### src/lsu_pkg.sv
/*
 * lsu package holding datapath widths, RAM geometry and the
 * load/store access width of the RV64 data memory
 */
package lsu_pkg;

    // data and address width of the core
    localparam int xlen = 64;

    // one byte enable per byte of a RAM word
    localparam int byte_mask_width = xlen / 8;

    // address bits that select a byte inside a word
    localparam int offset_width = $clog2(byte_mask_width);

    // 256 words of 64 bits for 2 KB in total
    localparam int ram_index_width = 8;
    localparam int ram_depth = 1 << ram_index_width;

    // byte address that maps to word 0
    localparam logic [xlen-1:0] ram_base = 64'h0000_0000_8000_0000;

    // access width coded like funct3[1:0] of RV64 loads and stores
    typedef enum logic [1:0] {
        width_8  = 2'b00,
        width_16 = 2'b01,
        width_32 = 2'b10,
        width_64 = 2'b11
    } mem_width_e;

endpackage
### src/load_align.sv
/*
 * load alignment that keeps offset, width and sign of the load in flight,
 * then shifts the read word down and zero- or sign-extends it
 */
`timescale 1ns/1ps

module load_align (
    input  logic                     clk,
    input  logic                     reset,
    input  logic                     rd_en,
    input  logic [lsu_pkg::xlen-1:0] rd_addr,
    input  lsu_pkg::mem_width_e      rd_op,
    input  logic                     rd_unsigned,
    input  logic [lsu_pkg::xlen-1:0] rd_word,
    output logic                     rd_valid,
    output logic [lsu_pkg::xlen-1:0] rd_data
);

    logic [lsu_pkg::offset_width-1:0] ld_offset;
    lsu_pkg::mem_width_e              ld_op;
    logic                             ld_unsigned;

    logic [lsu_pkg::xlen-1:0] shifted;
    logic                     sign_bit;

    always_ff @(posedge clk) begin
        if (reset) begin
            rd_valid <= 1'b0;
        end else begin
            rd_valid <= rd_en;
        end
    end

    // captured together with the RAM word and held while idle
    always_ff @(posedge clk) begin
        if (rd_en) begin
            ld_offset   <= rd_addr[lsu_pkg::offset_width-1:0];
            ld_op       <= rd_op;
            ld_unsigned <= rd_unsigned;
        end
    end

    // byte offset times 8
    assign shifted = rd_word >> {ld_offset, 3'b000};

    // top bit of the accessed field is forced low for unsigned loads
    always_comb begin
        unique case (ld_op)
            lsu_pkg::width_8:  sign_bit = shifted[7];
            lsu_pkg::width_16: sign_bit = shifted[15];
            lsu_pkg::width_32: sign_bit = shifted[31];
            lsu_pkg::width_64: sign_bit = shifted[63];
        endcase
        if (ld_unsigned) begin
            sign_bit = 1'b0;
        end
    end

    always_comb begin
        unique case (ld_op)
            lsu_pkg::width_8: begin
                rd_data = {{(lsu_pkg::xlen-8){sign_bit}}, shifted[7:0]};
            end
            lsu_pkg::width_16: begin
                rd_data = {{(lsu_pkg::xlen-16){sign_bit}}, shifted[15:0]};
            end
            lsu_pkg::width_32: begin
                rd_data = {{(lsu_pkg::xlen-32){sign_bit}}, shifted[31:0]};
            end
            lsu_pkg::width_64: begin
                // full word with nothing to extend
                rd_data = shifted;
            end
        endcase
    end

endmodule

### config.mk
export PLATFORM = sky130hd
export DESIGN_NAME = load_align
export DESIGN_NICKNAME = d
export VERILOG_FILES = /design/src/lsu_pkg.sv /design/src/load_align.sv
export SDC_FILE = /design/constraint.sdc
export NUM_CORES = 1
export LEC_CHECK = 0
export BUFFER_PORTS_ARGS = -buffer_cell sky130_fd_sc_hd__buf_2
export CAP_MARGIN = 20
export CORE_AREA = 2 2 113 60
export CTS_BUF_LIST = sky130_fd_sc_hd__clkbuf_8
export CTS_CLUSTER_SIZE = 25
export DETAILED_ROUTE_END_ITERATION = 12
export DIE_AREA = 0 0 115 62
export PLACE_DENSITY = 0.83
export SETUP_SLACK_MARGIN = 0.3
export SLEW_MARGIN = 20
export SYNTH_ARGS = -nofsm -noshare
export SYNTH_HDL_FRONTEND = slang
export SYNTH_SLANG_ARGS = --single-unit
### constraint.sdc
create_clock -name clk -period 3 [get_ports clk]
set_clock_uncertainty 0.2 [all_clocks]
set_input_delay 0.3 -clock clk [delete_from_list [all_inputs] [get_ports clk]]
set_output_delay 0.3 -clock clk [all_outputs]
set_load 0.01 [all_outputs]
==> impl_metrics.py <==
metrics = {
    "finish": {
        "fillCellCount": 611,
        "final_area_um2": 3580,
        "area_delta_synth_final_pct": 44.8,
        "multiInputGateArea_um2": 2210,
        "fin_cells": 557,
        "fin_nets": 615,
        "seq_area_um2": 200,
        "drive_gt1_frac": 0.494,
    },
    "synth": {
        "synth_adder_area_share": 0.0202,
        "synth_cell_types": 36,
        "syn-num-nets": 474,
        "synth_ff_type": "edfxtp_1",
        "synthCells": 336,
        "ys_async_sr_fraction": 0,
        "synth-compound-area-share": 0.263,
        "synthMostInstantiatedCell": "o21ai_0",
        "synth-seq-cells": 7,
        "synthMuxAreaShare": 0.391,
        "yosysTopAreaCell": "mux2i_1",
        "yosys_warnings": 0,
        "synth-xor-area-share": 0,
        "yosys-top-cells-area": "mux2i_1 22%, o21ai_0 12%, mux2_2 11%",
        "synth-simple-area-share": 0.165,
        "syn_avg_cell_area_um2": 7.36,
        "synth-edff-count": 6,
        "syn_area_um2": 2470,
        "synth_common_cells": "61 x o21ai_0, 55 x mux2i_1, 30 x nor2_1",
        "synth_top_family_by_area": "multiplexers",
        "synth_top_area_share": 0.223,
        "ys_seq_area_frac": 0.0809,
    },
    "worst_setup_path": {
        "cp-start-kind": "flop",
        "cp.buffers_inverters": 4,
        "path_depth": 9,
        "critPathTopFamily": "multiplexers",
        "path_class": "flop to output port",
        "crit_slowest_cell": "mux4_2",
        "cpPeakStageDelay_ns": 0.54,
        "cp-end-kind": "output port",
        "cp_cell_sequence": "buf_6 > mux2i_2 > mux4_2 > o221ai_4 > buf_6 > nand4b_1 > buf_6 > o21ai_0 > buf_2",
        "worstPathRequired_ns": 2.50,
        "critical_path.most_common_cell": "buf_6",
        "worstPathArrival_ns": 2.42,
        "crit_fanout": 8,
    },
    "place": {
        "port-buffer-count": 137,
        "dpl_cell_area_um2": 3280,
        "place_hpwl_um": 8260,
        "dp_cells": 542,
        "gp_congestion": 0.982,
    },
    "routing": {
        "vias_per_cell": 5.80,
        "drt-total-wl_um": 10900,
        "post_drt_wl_per_cell_um": 19.6,
        "drt_iter0_drc": 231,
        "drc": 0,
        "final_antenna_net_count": 0,
        "vias": 3230,
        "first_pass_iters": 5,
    },
    "min_path": {
        "worstHoldEndpoint": "rd_valid$_SDFF_PP0_",
        "min_path_type": "primary input to flop",
        "min_path_cells": 2,
        "min_from": "reset",
    },
    "timing": {
        "relSlewSlack": 0.432,
        "finalHoldViolations": 0,
        "setup-tns-final_ns": 0,
        "fin_crit_sh": 0.975,
        "worstMarginPinSlew_ns": 0.851,
        "finalSetupViolations": 0,
        "maxSlewViolCount": 0,
        "timing.fmax_mhz": 342,
        "min_period_ns": 2.92,
        "rsz0062_at_grt": "yes",
    },
    "power": {
        "vdd_drop_max_mv": 0.163,
        "power_leakage_uw": 0.00180,
        "power_density_nw_per_um2": 325,
    },
    "clock_tree": {
        "h-tree-depth": 1,
        "cts_num_sinks": 7,
        "cts_tree": "done",
        "clockRootBuffer": "clkbuf_8",
        "cts_hold_buf": 0,
        "cts_buffer_depth": 2,
        "numCtsBuffers": 3,
        "clkSlewWorstSetupHoldPaths_ns": 0.05,
    },
    "global_route": {
        "grt_util_all_layers": 0.291,
        "grt_pass1_vias": 2865,
        "antenna_found_initial": 2,
        "grt_max_degree": 84,
        "grt_remaining_overflow": 0,
        "grt_pass1_wl_um": 15600,
    },
    "run": {
        "drv_cap": 0,
    },
    "floorplan": {
        "die_h_um": 62,
        "core_area_um2": 6310,
        "dieArea_um2": 7130,
        "dieWidth_um": 115,
        "io_pins": 199,
        "fp-row-count": 21,
        "initial_utilization": 0.392,
    },
    "status": {
        "status": "finished, final reports clean",
    },
}
==> what timing repair did <==
item / CTS / global route
setup buffers: 7 / 1
resized for setup: 28 / 33
setup endpoints to repair: 60 / 59
pin swaps: 3 / 1
cloned: 0 / 2
==> kinds of logic (layout without fill, tap and decap cells) <==
family,count (synthesis),after routing
DFF,7,7
buffers and inverters,38,177
AOI/OAI and AO/OA,114,114
other,0,1
adders and majority gates,4,4
and+or+nand+nor,87,88
muxes,86,86
==> metal layers <==
layer	routed length [µm]	track usage
met5	14	0
met4	104	0.0688
met3	1480	0.0912
met2	4320	0.427
met1	4990	0.418
==> cell usage in the layout (no fill, tap or decap), types with 5 or more instances in the layout <==
cell type	instances
a211oi_1	12
a21oi_1	25
a31oi_1	6
buf_2	137
buf_4	20
buf_6	6
edfxtp_1	6
inv_1	5
mux2_2	24
mux2i_1	54
mux4_2	6
nand2_1	29
nor2_1	29
nor2b_1	9
o21ai_0	35
o21ai_1	12
o21ai_2	17
==> flip-flops by register name, summed over array words and instances, names as in the netlist <==
| signal | flops |
|---|---|
| ld_op | 2 |
| rd_valid | 1 |
| ld_offset | 3 |
| ld_unsigned | 1 |
==> metrics by stage <==
step           hold WS [ns]   util  total power (µW)  setup slack, ns
2_1_floorplan         0.172      -               596            0.659
3_3_place_gp          0.254  0.520               897            0.131
3_5_place_dp          0.260  0.520               915            0.122
4_1_cts             0.00980  0.550              1100            0.143
5_1_grt             0.00926  0.568              1240          0.00954
6_report             0.0115  0.568              1160           0.0762
==> final cells by class <==
class / count / area share
inverters: 5 / 0.00524
clock inverters: 1 / 0.00105
clock buffers: 3 / 0.0115
repair buffers: 168 / 0.280
flip-flops and latches: 7 / 0.0559
multi-input cells: 292 / 0.618
well taps: 80 / 0.0279
diodes: 1 / 0.000699
==> power by group <==
part	total, µW	switching (µW)	internal (µW)
combinational	902	505	397
clock	140	50.4	89.3
sequential	121	6.94	114
total	1160	563	600
==> worst max-delay path by stage <==
| stage | from | endpoint | slack (ns) |
|---|---|---|---|
| 3_5_place_dp | ld_offset[1]$_DFFE_PP_ | rd_data[24] | 0.12 |
| 4_1_cts | ld_offset[1]$_DFFE_PP_ | rd_data[52] | 0.14 |
| 6_report | ld_offset[1]$_DFFE_PP_ | rd_data[9] | 0.08 |
| 3_3_place_gp | ld_offset[1]$_DFFE_PP_ | rd_data[24] | 0.13 |
| 2_1_floorplan | ld_offset[1]$_DFFE_PP_ | rd_data[44] | 0.66 |
| 5_1_grt | ld_offset[1]$_DFFE_PP_ | rd_data[14] | 0.01 |
Note: power is estimated with default switching activity, not from simulation.
