File: config.mk
export PLATFORM = sky130hd
export DESIGN_NAME = store_align
export DESIGN_NICKNAME = d
export VERILOG_FILES = /design/src/lsu_pkg.sv /design/src/store_align.sv
export SDC_FILE = /design/constraint.sdc
export NUM_CORES = 1
export LEC_CHECK = 0
export ABC_CLOCK_PERIOD_IN_PS = 900
export BUFFER_PORTS_ARGS = -buffer_cell sky130_fd_sc_hd__buf_4
export CAP_MARGIN = 15
export CORE_AREA = 2 2 79 81
export DETAILED_ROUTE_END_ITERATION = 8
export DIE_AREA = 0 0 81 83
export GPL_TIMING_DRIVEN = 0
export PLACE_DENSITY = 0.62
export SYNTH_ARGS = -nofsm -noshare
export SYNTH_HDL_FRONTEND = slang
export SYNTH_SLANG_ARGS = --single-unit
File: constraint.sdc
create_clock -name vclk -period 0.9
set_input_delay 0.045 -clock vclk [all_inputs]
set_output_delay 0.045 -clock vclk [all_outputs]
set_load 0.01 [all_outputs]
File: src/lsu_pkg.sv
/*
 * lsu package holding datapath widths, RAM geometry and the
 * load/store access width of the RV64 data memory
 */
package lsu_pkg;

    // data and address width of the core
    localparam int xlen = 64;

    // one byte enable per byte of a RAM word
    localparam int byte_mask_width = xlen / 8;

    // address bits that select a byte inside a word
    localparam int offset_width = $clog2(byte_mask_width);

    // 256 words of 64 bits for 2 KB in total
    localparam int ram_index_width = 8;
    localparam int ram_depth = 1 << ram_index_width;

    // byte address that maps to word 0
    localparam logic [xlen-1:0] ram_base = 64'h0000_0000_8000_0000;

    // access width coded like funct3[1:0] of RV64 loads and stores
    typedef enum logic [1:0] {
        width_8  = 2'b00,
        width_16 = 2'b01,
        width_32 = 2'b10,
        width_64 = 2'b11
    } mem_width_e;

endpackage
File: src/store_align.sv
/*
 * store lane alignment that replicates store data across the 64-bit
 * word and builds the byte-enable mask for the addressed bytes
 */
`timescale 1ns/1ps

module store_align (
    input  logic [lsu_pkg::xlen-1:0]            wr_addr,
    input  lsu_pkg::mem_width_e                 wr_op,
    input  logic [lsu_pkg::xlen-1:0]            wr_data,
    output logic [lsu_pkg::xlen-1:0]            wr_lane_data,
    output logic [lsu_pkg::byte_mask_width-1:0] wr_mask
);

    logic [lsu_pkg::offset_width-1:0]    byte_offset;
    logic [lsu_pkg::byte_mask_width-1:0] base_mask;

    assign byte_offset = wr_addr[lsu_pkg::offset_width-1:0];

    // low bytes copied to every lane and picked out by the mask
    always_comb begin
        unique case (wr_op)
            lsu_pkg::width_8: begin
                wr_lane_data = {8{wr_data[7:0]}};
                base_mask    = 8'h01;
            end
            lsu_pkg::width_16: begin
                wr_lane_data = {4{wr_data[15:0]}};
                base_mask    = 8'h03;
            end
            lsu_pkg::width_32: begin
                wr_lane_data = {2{wr_data[31:0]}};
                base_mask    = 8'h0f;
            end
            lsu_pkg::width_64: begin
                wr_lane_data = wr_data;
                base_mask    = 8'hff;
            end
        endcase
    end

    // bytes shifted past lane 7 fall off
    assign wr_mask = base_mask << byte_offset;

endmodule

==> qor.yml, run 1 <==
status:
  status: "finished, violations left"
  failed_checks: "setup timing"
cells_and_area:
  layout.clock_buffers: 0
  area_growth_pct: 158
  seq_cells: 0
  nets: 459
  final_cell_area_um2: 3160
  layout_common_cells: "130 x buf_4, 25 x buf_6, 19 x nor2_1"
  seq_area_um2: 0
  drive_gt1_share_pct: 74.0
  diodes: 0
  final_common_cell: "buf_4"
sta:
  tns_ns: -1.25
  fin_crit_ns: 0.988
  worst_pin_slew_ns: 0.287
  finalHoldViolations: 0
  rsz0062_at_grt: "true"
  fmax_mhz: 1010
  fin_crit_sh_pct: 110
  setup_viol: 41
  fin_ws_ns: -0.0879
  slew_viol_final: 0
  relSlewSlack_pct: 80.8
setup_path:
  required_ns: 0.85
  critPathLaunchType: "primary input"
  end_kind: "primary output"
  critPathKind: "primary input to primary output"
  critPathArrivalTime_ns: 0.94
  worst-path-max-fanout: 5
floorplan:
  io_pins: 202
  initial_core_util_pct: 21.0
  placementRows: 28
  core_area_um2: 5820
  die_h_um: 83
  fp.dieW_um: 81
  dieArea_um2: 6720
power:
  power_mw: 1.94
  vdd_drop_max_mv: 0.274
  swShare_pct: 42.6
  comb_power_share_pct: 100.0
  power.leakage_nw: 1.51
  internal_power_mw: 1.11
  pwr_density_cell_nw_per_um2: 613
  seqPwrFrac_pct: 0
  clkPwrFrac_pct: 0
  switching_power_mw: 0.824
run:
  max_cap_viol_count: 0
place:
  place_hpwl_um: 4970
  io_buffers: 139
  post_dp_cell_area_um2: 2360
  pre_cts_slack_ns: -0.404
  routabilityCongestion: 0.799
synthesis:
  syn_avg_cell_area_um2: 7.11
  synthCells: 172
  ys_seq_area_share_pct: 0
  synthesis.area_um2: 1220
  synth_cell_types: 25
  syn-num-nets: 302
  yosysWarningCount: 0
routing:
  dr.pass1.iters: 4
  vias_per_cell: 5.01
  num_vias: 2013
  route.detailed.drc: 0
  drtAntennaViolNets: 0
  wl_um: 8000
  drtIter0Drc: 71
  wire_per_inst_um: 19.9
global_route:
  grt-ovfl-total: 0
  antenna_found_initial: 0
  grt_max_degree: 12
  grt_pass1_vias: 1986
  grt.total_usage_pct: 20.7
  grt_pass1_wl_um: 11000
min_path:
  hp-class: "primary input to primary output"
worst paths after layout:
kind        start          endpoint  slack (ns)  cells after the start
min   wr_data[39]  wr_lane_data[39]        0.39                      3
max      wr_op[1]  wr_lane_data[62]       -0.09                      6
cell usage after synthesis:
master | instances | area (um2)
nor2_2 | 2 | 12.5
mux2_2 | 24 | 270
o31ai_1 | 16 | 120
a211oi_1 | 3 | 22.5
or2_2 | 8 | 50.1
inv_1 | 2 | 7.51
a221o_1 | 1 | 10.0
o2bb2ai_1 | 1 | 8.76
buf_2 | 10 | 50.1
nor2_1 | 25 | 93.8
a221oi_1 | 1 | 8.76
o211ai_1 | 16 | 120
mux2i_1 | 16 | 160
o22ai_1 | 2 | 12.5
nor3b_1 | 1 | 7.51
nor3_1 | 2 | 10.0
o21ai_0 | 2 | 10.0
buf_4 | 9 | 67.6
a311o_1 | 1 | 10.0
nand2_1 | 1 | 3.75
inv_2 | 1 | 3.75
clkbuf_1 | 3 | 11.3
nand2_2 | 1 | 6.26
buf_6 | 4 | 45.0
a21oi_1 | 20 | 100
logic make-up (layout without fill, tap and decap cells):
family          Yosys count  count (layout)  share of synthesized area, %
compound gates           63              63                          34.6
mux                      40              40                          35.2
simple gates             40              40                          15.0
buf+inv                  29             184                          15.1
per-stage QoR:
step | hold slack [ns] | cells | util, %
after global placement | 0.394 | 386 | 40.6
final | 0.389 | 402 | 54.3
after CTS | 0.388 | 393 | 48.6
after detailed placement | 0.396 | 386 | 40.6
after global routing | 0.394 | 402 | 54.3
after floorplan | 0.182 | 172 | -
per-layer routing:
layer	wire length (um)	up-vias	part of all wire, %	GRT usage (%)
li1	-	961	-	-
met1	3410	956	43	27.5
met2	4040	94	50	37.0
met3	520	2	6.5	2.83
met4	35	0	0.44	0.616
met5	0	-	0	0
critical path: stages:
cell      delay (ns)
buf_12          0.12
buf_8           0.13
or2_4           0.22
o211ai_1        0.15
o31ai_4         0.13
buf_6           0.14
power by group through the flow:
stage	clock, mW	sequential, mW	combinational, mW
2_1_floorplan	0	0	0.657
3_3_place_gp	0	0	1.44
3_5_place_dp	0	0	1.45
4_1_cts	0	0	1.74
5_1_grt	0	0	2.05
6_report	0	0	1.94
area by class of cell:
cell class	count	area, um2
Fill cell	552	2660
Timing Repair Buffer	155	1430
Multi-Input combinational cell	143	1280
Buffer	26	344
Tap cell	75	93.8
Inverter	3	16.3
what timing repair did:
action / 4_1_cts / 5_1_grt
buffers inserted: 4 / 3
cloned: 3 / 6
pin swaps: 16 / 21
hold buffers: 0 / 0
gates resized for setup: 96 / 41
setup endpoints to repair: 61 / 62
(Power assumes the default switching activity.)
==> run 2, diff against run 1 <==
Settings changed: CAP_MARGIN 15 to 20, PLACE_DENSITY 0.62 to unset, PLACE_DENSITY_LB_ADDON set to 0.05.
==> run 2 against run 1 <==
The flow still finishes with violations (setup timing); sequential share of layout area unchanged; first-iteration DRC count decreased by 46%; count of clock-buffer cells in the layout unchanged; routed wire length fell by 11%; combinational power fell by 8%; flip-flop and latch count unchanged; final cell count fell by 2.0%; non-clock buffer count down 8; critical path depth is 1 lower; final area down 7.4%; fmax up 2.1%; critical endpoint is now wr_lane_data[58]; largest cell class unchanged.
==> qor.yml, run 2 (synthesis results as in run 1) <==
status:
  failed_checks: "setup timing"
  status: "finished, violations left"
power:
  swShare_pct: 42.4  # -0.17 points
  pwr_density_cell_nw_per_um2: 608  # -0.82%
  clkPwrFrac_pct: 0  # unchanged
  switching_power_mw: 0.754  # -8.5%
  vdd_drop_max_mv: 0.261  # -4.6%
  comb_power_share_pct: 100.0  # about the same
  power.leakage_nw: 1.41  # -6.5%
  seqPwrFrac_pct: 0  # unchanged
  internal_power_mw: 1.02  # -7.8%
sta:
  worst_pin_slew_ns: 0.327  # +0.0406 ns
  relSlewSlack_pct: 78.1  # -2.7 points
  fmax_mhz: 1030  # +2.1%
  rsz0062_at_grt: "true"
  slew_viol_final: 0  # unchanged
  finalHoldViolations: 0  # unchanged
  whs_ns: 0.386  # -0.00218 ns
  fin_crit_ns: 0.968  # -0.0202 ns
  setup_viol: 34  # -17%
  fin_ws_ns: -0.0677  # +0.0202 ns
  fin_crit_sh_pct: 108  # -2.2 points
setup_path:
  crit_cells: 5  # -1
  cp_slowest_cell: "o31ai_2"
  crit_family: "buffers and inverters"
  crit_start: "wr_op[0]"
  required_ns: 0.85  # about the same
  worst-path-buf-inv: 4  # +1
  end_kind: "primary output"
  path_common_cell: "clkbuf_16"
  cp_slowest_stage_delay_ns: 0.27  # +0.05 ns
  critPathKind: "primary input to primary output"
  critPathArrivalTime_ns: 0.92  # -0.02 ns
  worst-path-max-fanout: 10  # +5
  crit_chain: "buf_12 -> clkbuf_16 -> clkbuf_16 -> o31ai_2 -> buf_4"
  critPathLaunchType: "primary input"
routing:
  drtAntennaViolNets: 0  # unchanged
  wl_um: 7080  # -11%
  wire_per_inst_um: 18.0  # -9.6%
  dr.pass1.iters: 4  # unchanged
  drtIter0Drc: 38  # -46%
  vias_per_cell: 4.84  # -3.4%
  num_vias: 1905  # -5.4%
  route.detailed.drc: 0  # unchanged
cells_and_area:
  diodes: 0  # unchanged
  seq_area_um2: 0  # unchanged
  utilization_pct: 50.3  # -4.0 points
  layout.clock_buffers: 0  # unchanged
  drive_gt1_share_pct: 71.8  # -2.2 points
  final_common_cell: "buf_4"
  area_growth_pct: 139
  seq_cells: 0  # unchanged
  layout_common_cells: "134 x buf_4, 23 x nor2_1, 20 x buf_6"
  nets: 451  # -1.7%
floorplan:
  die_h_um: 83  # unchanged
  placementRows: 28  # unchanged
  dieArea_um2: 6720  # unchanged
  fp.dieW_um: 81  # unchanged
  io_pins: 202  # unchanged
  core_area_um2: 5820  # unchanged
  initial_core_util_pct: 21.0  # unchanged
global_route:
  grt_pass1_wl_um: 10200  # -7.3%
  grt_pass1_vias: 1933  # -2.7%
  grt-ovfl-total: 0  # unchanged
  grt_max_degree: 11  # -1
  grt.total_usage_pct: 19.2  # -1.6 points
  antenna_found_initial: 0  # unchanged
run:
  max_cap_viol_count: 0  # unchanged
clock_tree:
  hold_buffers: 0  # unchanged
place:
  pre_cts_slack_ns: -0.393  # +0.0116 ns
  io_buffers: 139  # unchanged
  place_hpwl_um: 4890  # -1.6%
  routabilityCongestion: 0.751  # -5.9%
min_path:
  min_path_cells: 3  # unchanged
  hp-class: "primary input to primary output"
  hold_start: "wr_data[34]"
[run 2: through the flow]
step	setup TNS [ns]	power [mW]	std cells	cell area, um2
5_1_grt	-2.94	1.90	394	2930
6_report	-1.50	1.78	394	2930
3_5_place_dp	-14.27	1.44	386	2360
4_1_cts	-1.66	1.69	390	2760
3_3_place_gp	-14.36	1.44	386	2360
2_1_floorplan	0	0.657	172	1220
[run 2: repair_timing]
action / 4_1_cts / 5_1_grt
endpoints found under the setup margin: 61 / 62
buffers inserted: 3 / 1
endpoints found under the hold margin: 0 / 0
pin swaps: 15 / 19
cloned: 1 / 3
gates resized for setup: 91 / 23
[run 2: layout make-up]
| type | instances | area (um2) |
|---|---|---|
| Inverter | 3 | 16.3 |
| Timing Repair Buffer | 147 | 1260 |
| Multi-Input combinational cell | 143 | 1220 |
| Fill cell | 596 | 2890 |
| Buffer | 26 | 330 |
| Tap cell | 75 | 93.8 |
[run 2: worst paths after layout]
| check | slack (ns) | end |
|---|---|---|
| worst max-delay path | -0.07 | wr_lane_data[58] |
| worst min-delay path | 0.39 | wr_lane_data[34] |
[run 2: metal layers]
| layer | GRT usage, % | wire (um) | vias up |
|---|---|---|---|
| li1 | - | - | 944 |
| met4 | 2.62 | 20 | 0 |
| met5 | 0 | 0 | - |
| met3 | 2.93 | 572 | 2 |
| met2 | 33.2 | 3390 | 89 |
| met1 | 25.2 | 3100 | 870 |
[run 2: power groups by stage]
stage | Combinational [mW] | Sequential, mW | Clock (mW)
6_report | 1.78 | 0 | 0
2_1_floorplan | 0.657 | 0 | 0
3_5_place_dp | 1.44 | 0 | 0
3_3_place_gp | 1.44 | 0 | 0
5_1_grt | 1.90 | 0 | 0
4_1_cts | 1.69 | 0 | 0
