===== config.mk =====
export PLATFORM = sky130hd
export DESIGN_NAME = misalign_check
export DESIGN_NICKNAME = d
export VERILOG_FILES = /design/src/lsu_pkg.sv /design/src/misalign_check.sv
export SDC_FILE = /design/constraint.sdc
export NUM_CORES = 1
export LEC_CHECK = 0
export BUFFER_PORTS_ARGS = -buffer_cell sky130_fd_sc_hd__buf_2
export CAP_MARGIN = 40
export CORE_AREA = 2 2 53 55
export CTS_BUF_LIST = sky130_fd_sc_hd__clkbuf_8
export DETAILED_ROUTE_END_ITERATION = 8
export DIE_AREA = 0 0 55 57
export GPL_TIMING_DRIVEN = 1
export PLACE_DENSITY = 0.65
export SLEW_MARGIN = 20
export SYNTH_ARGS = -nofsm -noshare
export SYNTH_HDL_FRONTEND = slang
export SYNTH_SLANG_ARGS = --single-unit

===== constraint.sdc =====
create_clock -name clk -period 0.8 [get_ports clk]
set_input_delay 0.16 -clock clk [delete_from_list [all_inputs] [get_ports clk]]
set_output_delay 0.16 -clock clk [all_outputs]
set_load 0.05 [all_outputs]

===== src/lsu_pkg.sv =====
/*
 * lsu package holding datapath widths, RAM geometry and the
 * load/store access width of the RV64 data memory
 */
package lsu_pkg;

    // data and address width of the core
    localparam int xlen = 64;

    // one byte enable per byte of a RAM word
    localparam int byte_mask_width = xlen / 8;

    // address bits that select a byte inside a word
    localparam int offset_width = $clog2(byte_mask_width);

    // 256 words of 64 bits for 2 KB in total
    localparam int ram_index_width = 8;
    localparam int ram_depth = 1 << ram_index_width;

    // byte address that maps to word 0
    localparam logic [xlen-1:0] ram_base = 64'h0000_0000_8000_0000;

    // access width coded like funct3[1:0] of RV64 loads and stores
    typedef enum logic [1:0] {
        width_8  = 2'b00,
        width_16 = 2'b01,
        width_32 = 2'b10,
        width_64 = 2'b11
    } mem_width_e;

endpackage

===== src/misalign_check.sv =====
/*
 * misalignment check for both ports that drops misaligned stores
 * and raises a load fault in step with the read data
 */
`timescale 1ns/1ps

module misalign_check (
    input  logic                     clk,
    input  logic                     reset,
    input  logic                     wr_en,
    input  logic [lsu_pkg::xlen-1:0] wr_addr,
    input  lsu_pkg::mem_width_e      wr_op,
    input  logic                     rd_en,
    input  logic [lsu_pkg::xlen-1:0] rd_addr,
    input  lsu_pkg::mem_width_e      rd_op,
    output logic                     wr_commit,
    output logic                     store_fault,
    output logic                     load_fault
);

    logic wr_misaligned;
    logic rd_misaligned;

    // low address bits must be zero up to the access size
    function automatic logic is_misaligned(
        input logic [lsu_pkg::offset_width-1:0] low_addr,
        input lsu_pkg::mem_width_e              op
    );
        logic result;
        unique case (op)
            lsu_pkg::width_8:  result = 1'b0;
            lsu_pkg::width_16: result = low_addr[0];
            lsu_pkg::width_32: result = |low_addr[1:0];
            lsu_pkg::width_64: result = |low_addr;
        endcase
        return result;
    endfunction

    assign wr_misaligned = is_misaligned(wr_addr[lsu_pkg::offset_width-1:0], wr_op);
    assign rd_misaligned = is_misaligned(rd_addr[lsu_pkg::offset_width-1:0], rd_op);

    // store path is combinational
    assign wr_commit   = wr_en & ~wr_misaligned;
    assign store_fault = wr_en & wr_misaligned;

    // one cycle delay to line up with rd_valid
    always_ff @(posedge clk) begin
        if (reset) begin
            load_fault <= 1'b0;
        end else begin
            load_fault <= rd_en & rd_misaligned;
        end
    end

endmodule


==> results summary, run 1 <==
The summed negative setup slack over all endpoints came out at -371 ps. The sum of buffers and inverters on the critical path is 3. The library cells used most frequently in the layout, excluding fill and tap cells, are sky130_fd_sc_hd__buf_2, sky130_fd_sc_hd__buf_6, sky130_fd_sc_hd__buf_8, sky130_fd_sc_hd__buf_4. The hold violation total from the final report came out at 0.

Synthesis handed over a netlist of 8 instances. The register bit total from synthesis is 1. By area, the combinational part of the netlist is dominated by compound AO/OA/AOI/OAI gates. The average vias per placed instance is 2.54. The total number of placement rows came out at 19. The count of fill cells added during filler insertion is 305. The iteration count of the initial detailed-routing pass is 2. The worst setup path is launched from an input port. The maximum fanout along the worst path came out at 2. The DRC violation total after the first TritonRoute iteration came out at 1. The width of the chip came out at 55 um. The first global-routing pass estimated 558 um of wire. The library cell used most frequently in the layout, excluding fill and tap cells, is sky130_fd_sc_hd__buf_2. The upper clock frequency limit is 986 MHz. The area of the die came out at 3140 um^2. For this design, the slowest cell found on the critical path is sky130_fd_sc_hd__a211oi_4. The checks that failed: negative setup slack. The synthesized area per cell came out at 10.0 um^2. Entering global routing, the biggest net connects 3 pins. The sequential fraction of design power came out at 25.6%. The adder-cell area share of the yosys netlist is 0%. The cell type group with the largest total delay on the critical path is buffers and inverters.

The final number of max-transition violations is 0. The number of buffer cells added on primary ports is 16. The area added between synthesis and finish came out at 262%. The required time of the critical path came out at 640 ps. The final worst hold slack is 339 ps. The flip-flop count of the largest register after layout came out at 1. The net count reported at finish came out at 163. The share of the synthesized area in the top cell type is 25.0%. The clock-pin slew of the registers on the worst-case setup and hold paths is 0 ps. The worst-margin pin slew is 249 ps. After detailed routing, the number of remaining DRC violations is 0. The part of the power in the clock network came out at 0%. The relative slew slack is 83.5%. The flow ran to the end, but the final reports show violations. The count of nets left with antenna violations once routing finished came out at 0. The area of the core region is 2620 um^2. The worst hold path belongs to the class in -> reg. By startpoint and endpoint, the worst setup path is classified as in -> out. The multiplexer area fraction after synthesis is 0%. The cell-internal power is 0.133 mW. The share of synthesized cell area in and, or, nand and nor gates came out at 28.1%. The initial antenna violation count came out at 0. The post-detailed-routing wire length came out at 427 um. The ratio of total power to cell area came out at 725 nW/um^2.

The leakage power summed over all cells came out at 0.114 nW. For the worst setup path, the data arrival time is 850 ps. The warning count from the yosys run came out at 0.

The max-cap check violation count came out at 0. The delay of the slowest cell on the worst path came out at 250 ps. load_fault holds more flip-flops than any other register. The final global-route overflow total came out at 0. STA classifies the critical path endpoint as an output pin. After synthesis the cells add up to 80.1 um^2. The initial utilization of the core area, before any placement, comes to 3.06%. The largest area contributor in the netlist is sky130_fd_sc_hd__dfxtp_1. The power share of the combinational group came out at 74.4%. The final worst-path cycle share came out at 127%. In the global route stage, overall resource usage came out at 2.43%.

Once routing completed, OpenROAD measured the worst setup slack at -214 ps. The number of nets in the synthesized netlist is 144. The via count of the first global-routing pass was 130. The fraction of layout cells with a size suffix above 1 is 92.0%. The power spent charging and discharging nets came out at 0.0770 mW.

The final routed wire length divided by cell count is 7.63 um. Setup violations remaining at the end of the flow were counted as 2. Setup repair after global routing could not meet its margin everywhere.

The post-synthesis xor/xnor area fraction came out at 0%. The total number of vias came out at 142. The critical path goes through buf_6 > a211oi_4 > buf_4 > nor3b_4 > buf_6. Counting stages on the worst path, the most repeated cell is sky130_fd_sc_hd__buf_6. The compound-gate portion of the synthesized area came out at 46.9%. The congestion estimate from routability-driven global placement came to 0.606. The die is 57 um tall. The I/O pin total came out at 139.

The distinct cell type count of the synthesized netlist came out at 7. The fraction of the yosys area taken by sequential cells came out at 25.0%. 0 antenna diodes ended up in the layout. The worst vdd rail ir drop came out at 0.255 mV. In this run switching power makes up 36.6% of total power. The largest registers in the layout are load_fault x1. The minimum clock period is 1010 ps. By area the synthesized netlist is led by sky130_fd_sc_hd__dfxtp_1, sky130_fd_sc_hd__nor4b_2, sky130_fd_sc_hd__a211oi_2.
Yosys cell counts:
cell,instances
sky130_fd_sc_hd__a211oi_1,1
sky130_fd_sc_hd__a211oi_2,1
sky130_fd_sc_hd__nor4b_2,1
sky130_fd_sc_hd__nor3b_1,1
sky130_fd_sc_hd__o21a_1,1
sky130_fd_sc_hd__a21oi_1,2
sky130_fd_sc_hd__dfxtp_1,1
stage by stage:
step | cell area [um^2] | worst slack, ps | util (%) | power [mW] | instances
after floorplan | 118 | -72.1 | - | 0.124 | 8
after global placement | 244 | -299 | 9.33 | 0.180 | 56
after detailed placement | 244 | -329 | 9.33 | 0.184 | 56
after CTS | 270 | -234 | 10.3 | 0.203 | 56
after global routing | 290 | -237 | 11.1 | 0.220 | 56
final | 290 | -214 | 11.1 | 0.210 | 56
cell type report:
cell class | instances | area (um^2) | share of cell area (%)
tap | 31 | 38.8 | 13.4
multi-input combinational | 7 | 103 | 35.3
timing repair buffer | 17 | 129 | 44.4
sequential | 1 | 20.0 | 6.90
power by group through the flow:
stage	clock network, mW	registers [mW]	logic, mW
finish	0	0.0538	0.157
global route	0	0.0538	0.167
CTS	0	0.0537	0.149
detailed placement	0	0.0537	0.130
global placement	0	0.0538	0.126
floorplan	0	0.0627	0.0608
what timing repair did:
action,CTS,global route
cloned,0,0
hold buffers,0,0
pin swaps,2,1
resized for setup,8,4
buffers inserted,0,0
setup endpoints to repair,2,3
logic make-up after synthesis:
logic type | after synthesis
compound gates | 5
flops | 1
simple gates | 2
path summary, 6_finish.rpt:
| kind | startpoint | end | slack [ps] | cells past startpoint |
|---|---|---|---|---|
| hold / removal | reset | load_fault | 340 | 2 |
| setup / recovery | wr_addr[2] | store_fault | -210 | 5 |
metal layers:
layer	share of wire (%)	global-route usage (%)
met5	0	0
met4	0	0
met3	28	2.36
met2	42	3.74
met1	30	2.57
(Power assumes the default switching activity.)
==> run 2, diff against run 1 <==
- RECOVER_POWER: not set -> 100
==> run 2 against run 1 <==
  * The flow still finishes with violations (negative setup slack)
  * Sequential cell count stayed put
  * Cell count stayed put
  * Sequential power barely moved
  * First-iteration DRC count is 100% lower
  * Sequential share of layout area up 0.12 points
  * Via count rose by 0.70%
  * Wire length decreased by 0.23%
  * Critical path type unchanged
  * Largest cell class unchanged
==> results summary, run 2 (same netlist as run 1, synthesis figures left out) <==
The cell type group with the largest total delay on the critical path is buffers and inverters. For this run, global-route usage on met2 was measured as 3.74%. For this run, the top clock speed supported by timing is 986 MHz.

After clock tree synthesis, the setup repair step added 0 buffers. The leading cell type in the layout, fill and taps excluded is sky130_fd_sc_hd__buf_2. The number of nets with antenna violations after routing came out at 0. The I/O pin total came out at 139.

The critical path in this run is classified as in -> out. The average vias per placed instance is 2.55. The number of antenna diodes in the final layout is 0. The via count of the first global-routing pass is 130. The met3 usage in global routing is 2.36%. The worst setup slack after layout came out at -214 ps. Once layout is done, the placed cells without fillers occupy 285 um^2.

Cells with a size suffix above 1 make up 88.0% of the layout. The start point of the critical path is wr_addr[2]. The count of buffers added on input and output ports is 16. The leakage power summed over all cells is 0.112 nW. The total of endpoints with negative setup slack in the final report is 2.

For this run, the detailed router's first-pass iteration total came to 1. The flow ran to the end, but the final reports show violations. The number of cells after detailed placement is 56. Leaving out fill and tap cells, the most frequent cells in the layout are sky130_fd_sc_hd__buf_2, sky130_fd_sc_hd__buf_6, sky130_fd_sc_hd__buf_8, sky130_fd_sc_hd__buf_4. The hold path startpoint is reset. For this design, the slowest cell found on the critical path is sky130_fd_sc_hd__a211oi_4.

The post-detailed-routing wire length is 426 um. The maximum fanout along the worst path came out at 2. The register with the most flip-flops in the final layout is load_fault.

The final routed wire length divided by cell count came out at 7.61 um. The minimum clock period is 1010 ps. The area of the die came out at 3140 um^2. The path class of the tightest hold or removal check is in -> reg. The final cell utilization of the core is 10.9%.

The worst vdd rail ir drop is 0.255 mV. The global-route wire length before repair is 558 um. STA classifies the critical path endpoint as an output pin.

The flip-flop count of the largest register after layout came to 1. The relative slew slack is 81.6%. The total number of vias came out at 143. The total design power came out at 0.208 mW. After the flow finishes, the layout carries non-filler instances totaling 56. The busiest metal layer after global routing is met2. The cell area after placement came out at 244 um^2. After the first detailed-routing iteration, the DRC count stood at 0. After layout, the worst path uses 127% of the clock period. The checks that failed: negative setup slack. Clock-pin slew was measured on the worst setup and hold paths at 0 ps. The delay of the slowest cell on the worst path is 250 ps.

The initial antenna violation count came out at 0. The initial cell density of the core came out at 3.06%. The signal on the critical path passes through buf_6 > a211oi_4 > buf_4 > nor3b_4 > buf_6.

The required time of the critical path came out at 640 ps. Data on the critical path arrives at its endpoint at 850 ps. In the final layout, the registers with the most flip-flops are load_fault x1.

For this run, design rule violations remaining after detail routing come to 0. The cell type with the highest occurrence count on the critical path is sky130_fd_sc_hd__buf_6. The final layout contains 163 nets. Power spread over the standard cell area amounts to 729 nW/um^2. The sum of buffers and inverters on the critical path came out at 3. The final global-route overflow total came out at 0.

The final worst hold slack is 338 ps. In this run the core area contains 19 standard-cell rows. The pin count of the biggest net entering global routing came out at 3. Setup repair after global routing could not meet its margin everywhere. For the pin with the worst max-slew slack, the measured transition is 277 ps. The count of hold-fix buffers inserted at cts is 0. Max-cap violations in this run came to 0. From bottom edge to top edge, the die measures 57 um. The hold violation total from the final report is 0.

The final number of max-transition violations came to 0. The width of the chip is 55 um. Compared with the post-synthesis result, the final layout area differs by 256%. The area of the core region came out at 2620 um^2.

The kind of start point of the critical path is an input port. At the end of routability-driven placement, the weighted congestion stood at 0.606. For met1 alone, demand over resource in global routing was 2.57%. The overall global routing resource usage is 2.43%.
-- run 2: cell type report --
type | count | area, um^2
fill | 306 | 2330
multi-input combinational | 7 | 97.6
sequential | 1 | 20.0
tap | 31 | 38.8
timing repair buffer | 17 | 129
-- run 2: timing repair --
action	CTS	global route
gates resized for setup	8	4
endpoints found under the setup margin	2	3
pin swaps	2	1
-- run 2: power by group --
group | switching, mW | total, mW | internal, mW | leakage (nW)
sequential | 0.000540 | 0.0539 | 0.0534 | 0.00822
clock | 0 | 0 | 0 | 0
combinational | 0.0751 | 0.154 | 0.0789 | 0.104
total | 0.0756 | 0.208 | 0.132 | 0.112
-- run 2: layer usage --
layer  share of wire, %  up-vias
met2                 42       16
met1                 30       60
met3                 28        0
met5                  0        -
li1                   -       67
met4                  0        0
-- run 2: final timing paths --
path  cells after the start  slack, ps     endpoint
max                       5       -210  store_fault
min                       2        340   load_fault
-- run 2: through the flow --
stage / TNS, ps / worst slack [ps]
3_3_place_gp: -556 / -299
3_5_place_dp: -612 / -329
5_1_grt: -422 / -237
4_1_cts: -409 / -234
6_report: -371 / -214
2_1_floorplan: -122 / -72.1
==> run 3, diff against run 2 <==
- clock period: 0.8 -> 1 ns (I/O delays scaled with it)
==> run 3 against run 2 <==
  * The run still ends with negative setup slack left
  * First-iteration DRC count is the same
  * Core utilization shrank 1.6 points
  * Cell area shrank 14%
  * Via count shrank 5.6%
  * Sequential cell count is the same
  * Sequential share of layout area grew 1.2 points
  * Critical endpoint unchanged
==> results summary, run 3 (same netlist as run 1, synthesis figures left out) <==
The run finished, with violations left. The final reports fail on negative setup slack. Among cell families on the critical path, the largest total delay comes from buffers and inverters.

The clock-pin slew of the registers on the worst-case setup and hold paths came out at 0 ps. The finished layout cell area came out at 244 um^2. The met2 usage in global routing is 3.23%. The initial antenna violation count is 1.

Combinational logic is responsible for 70.4% of the overall power. The part of the power in the clock network came out at 0%. The power spent charging and discharging nets is 0.0544 mW. Walking the worst path, the cells encountered are buf_6 > a211oi_4 > buf_4 > nor3b_2 > buf_6. Data on the critical path is required at its endpoint by 800 ps.

The routed design has 488 um of wire. Of the total power, the share spent switching nets is 37.4%. Setup repair after global routing could not meet its margin everywhere. The count of hold-fix buffers inserted at cts came out at 0.

The residual DRC count came out at 0. Across every metal layer, demand over resource in global routing totals 2.95%. The global-route wire length before repair is 669 um. The largest registers in the layout are load_fault x1.

The net count reported at finish is 163. Global routing used 3.14% of the available met3 tracks. The flip-flop count of the largest register after layout is 1. The routability congestion estimate came out at 0.606.

The hold violation total from the final report is 0. The sequential fraction of design power is 29.6%. The non-filler instance count after layout is 56. For this configuration, the core starts out at a cell density of 3.06%. The worst-margin pin slew is 277 ps. The maximum fanout along the worst path is 2. The area added between synthesis and finish came out at 205%. In this run the cell area measured after placement is 213 um^2.

The tightest min-delay check is of the in -> reg type. The count of fill cells added during filler insertion came out at 317. The via count of the first global-routing pass is 145. The average vias per placed instance came out at 2.41.

The tightest hold path in the finished design has a slack of 373 ps. The ratio of total power to cell area is 597 nW/um^2. The antenna diode count is 0. The final routed wire length divided by cell count is 8.71 um.

The register with the highest flop count is load_fault. The summed negative setup slack over all endpoints is -122 ps. In this design, the stage delay of the slowest critical-path cell is 230 ps.

The upper clock frequency limit is 935 MHz. Global routing finished with a remaining overflow of 0. After detailed placement, the design holds a cell count of 56. The most numerous cell type found on the critical path is sky130_fd_sc_hd__buf_6.

The final worst-path cycle share came out at 107%. The DRC violation total after the first TritonRoute iteration is 0. Cells with a size suffix above 1 make up 80.0% of the layout. The worst vdd rail ir drop is 0.163 mV.

The internal portion of the total power is 0.0912 mW. The worst setup slack after layout came out at -69.8 ps. The max-cap check violation count came out at 0. The floorplan step set the die width to 55 um. The area of the core region is 2620 um^2. The pin count of the biggest net entering global routing came out at 3.

The layer flagged by global routing as most heavily used is met1. The die span in y came out at 57 um. Input and output buffers added on the ports amount to 16.

The final number of max-transition violations came out at 0. The classification of the worst setup path is in -> out. STA classifies the critical path startpoint as an input port. The routed design could run at a clock period as short as 1070 ps.

Leaving out fill and tap cells, the most frequent cell in the layout is sky130_fd_sc_hd__buf_2. Row generation in the floorplan step produced 19 rows. The total of endpoints with negative setup slack in the final report came out at 2. The sum of buffers and inverters on the critical path came out at 3. In the layout the commonest cells are sky130_fd_sc_hd__buf_2, sky130_fd_sc_hd__buf_6, sky130_fd_sc_hd__a21oi_1. The total number of vias is 135. The I/O pin total came out at 139. The final cell utilization of the core is 9.33%. The worst path arrival time came out at 870 ps. The global-route met1 utilization is 4.17%. The slowest stage of the critical path is the sky130_fd_sc_hd__a211oi_4 cell. The number of nets with antenna violations after routing came out at 0.

The endpoint type of the worst setup path is an output pin. The leakage power summed over all cells is 0.0996 nW. The area of the die came out at 3140 um^2. The iteration count of the initial detailed-routing pass is 1. The relative slew slack is 81.6%.
## run 3: final timing paths
path / startpoint / end / slack (ps) / cells past startpoint
max: wr_op[0] / store_fault / -70 / 5
min: reset / load_fault / 370 / 2
## run 3: layout make-up
type | count | area, um^2 | area share, %
flip-flops and latches | 1 | 20.0 | 8.21
well taps | 31 | 38.8 | 15.9
multi-input cells | 7 | 73.8 | 30.3
repair buffers | 17 | 111 | 45.6
## run 3: metal layers
metal  vias up  part of all wire [%]
met1        52                    39
li1         67                     -
met3         0                    33
met5         -                     0
met2        16                    28
met4         0                     0
## run 3: repair_timing
action / CTS / global route
setup endpoints to repair: 2 / 2
endpoints found under the hold margin: 0 / 0
setup buffers: 0 / 0
pin swaps: 1 / 0
resized for setup: 5 / 2
## run 3: power by group through the flow
stage	registers [mW]	logic [mW]	clock network [mW]
2_1_floorplan	0.0502	0.0374	0
3_3_place_gp	0.0430	0.0833	0
3_5_place_dp	0.0431	0.0866	0
4_1_cts	0.0431	0.0973	0
5_1_grt	0.0432	0.110	0
6_report	0.0432	0.103	0
## run 3: per-stage QoR
stage	setup slack, ps	power, mW
2_1_floorplan	-144	0.0876
3_3_place_gp	-127	0.126
3_5_place_dp	-151	0.130
4_1_cts	-70.5	0.140
5_1_grt	-108	0.153
6_report	-69.8	0.146
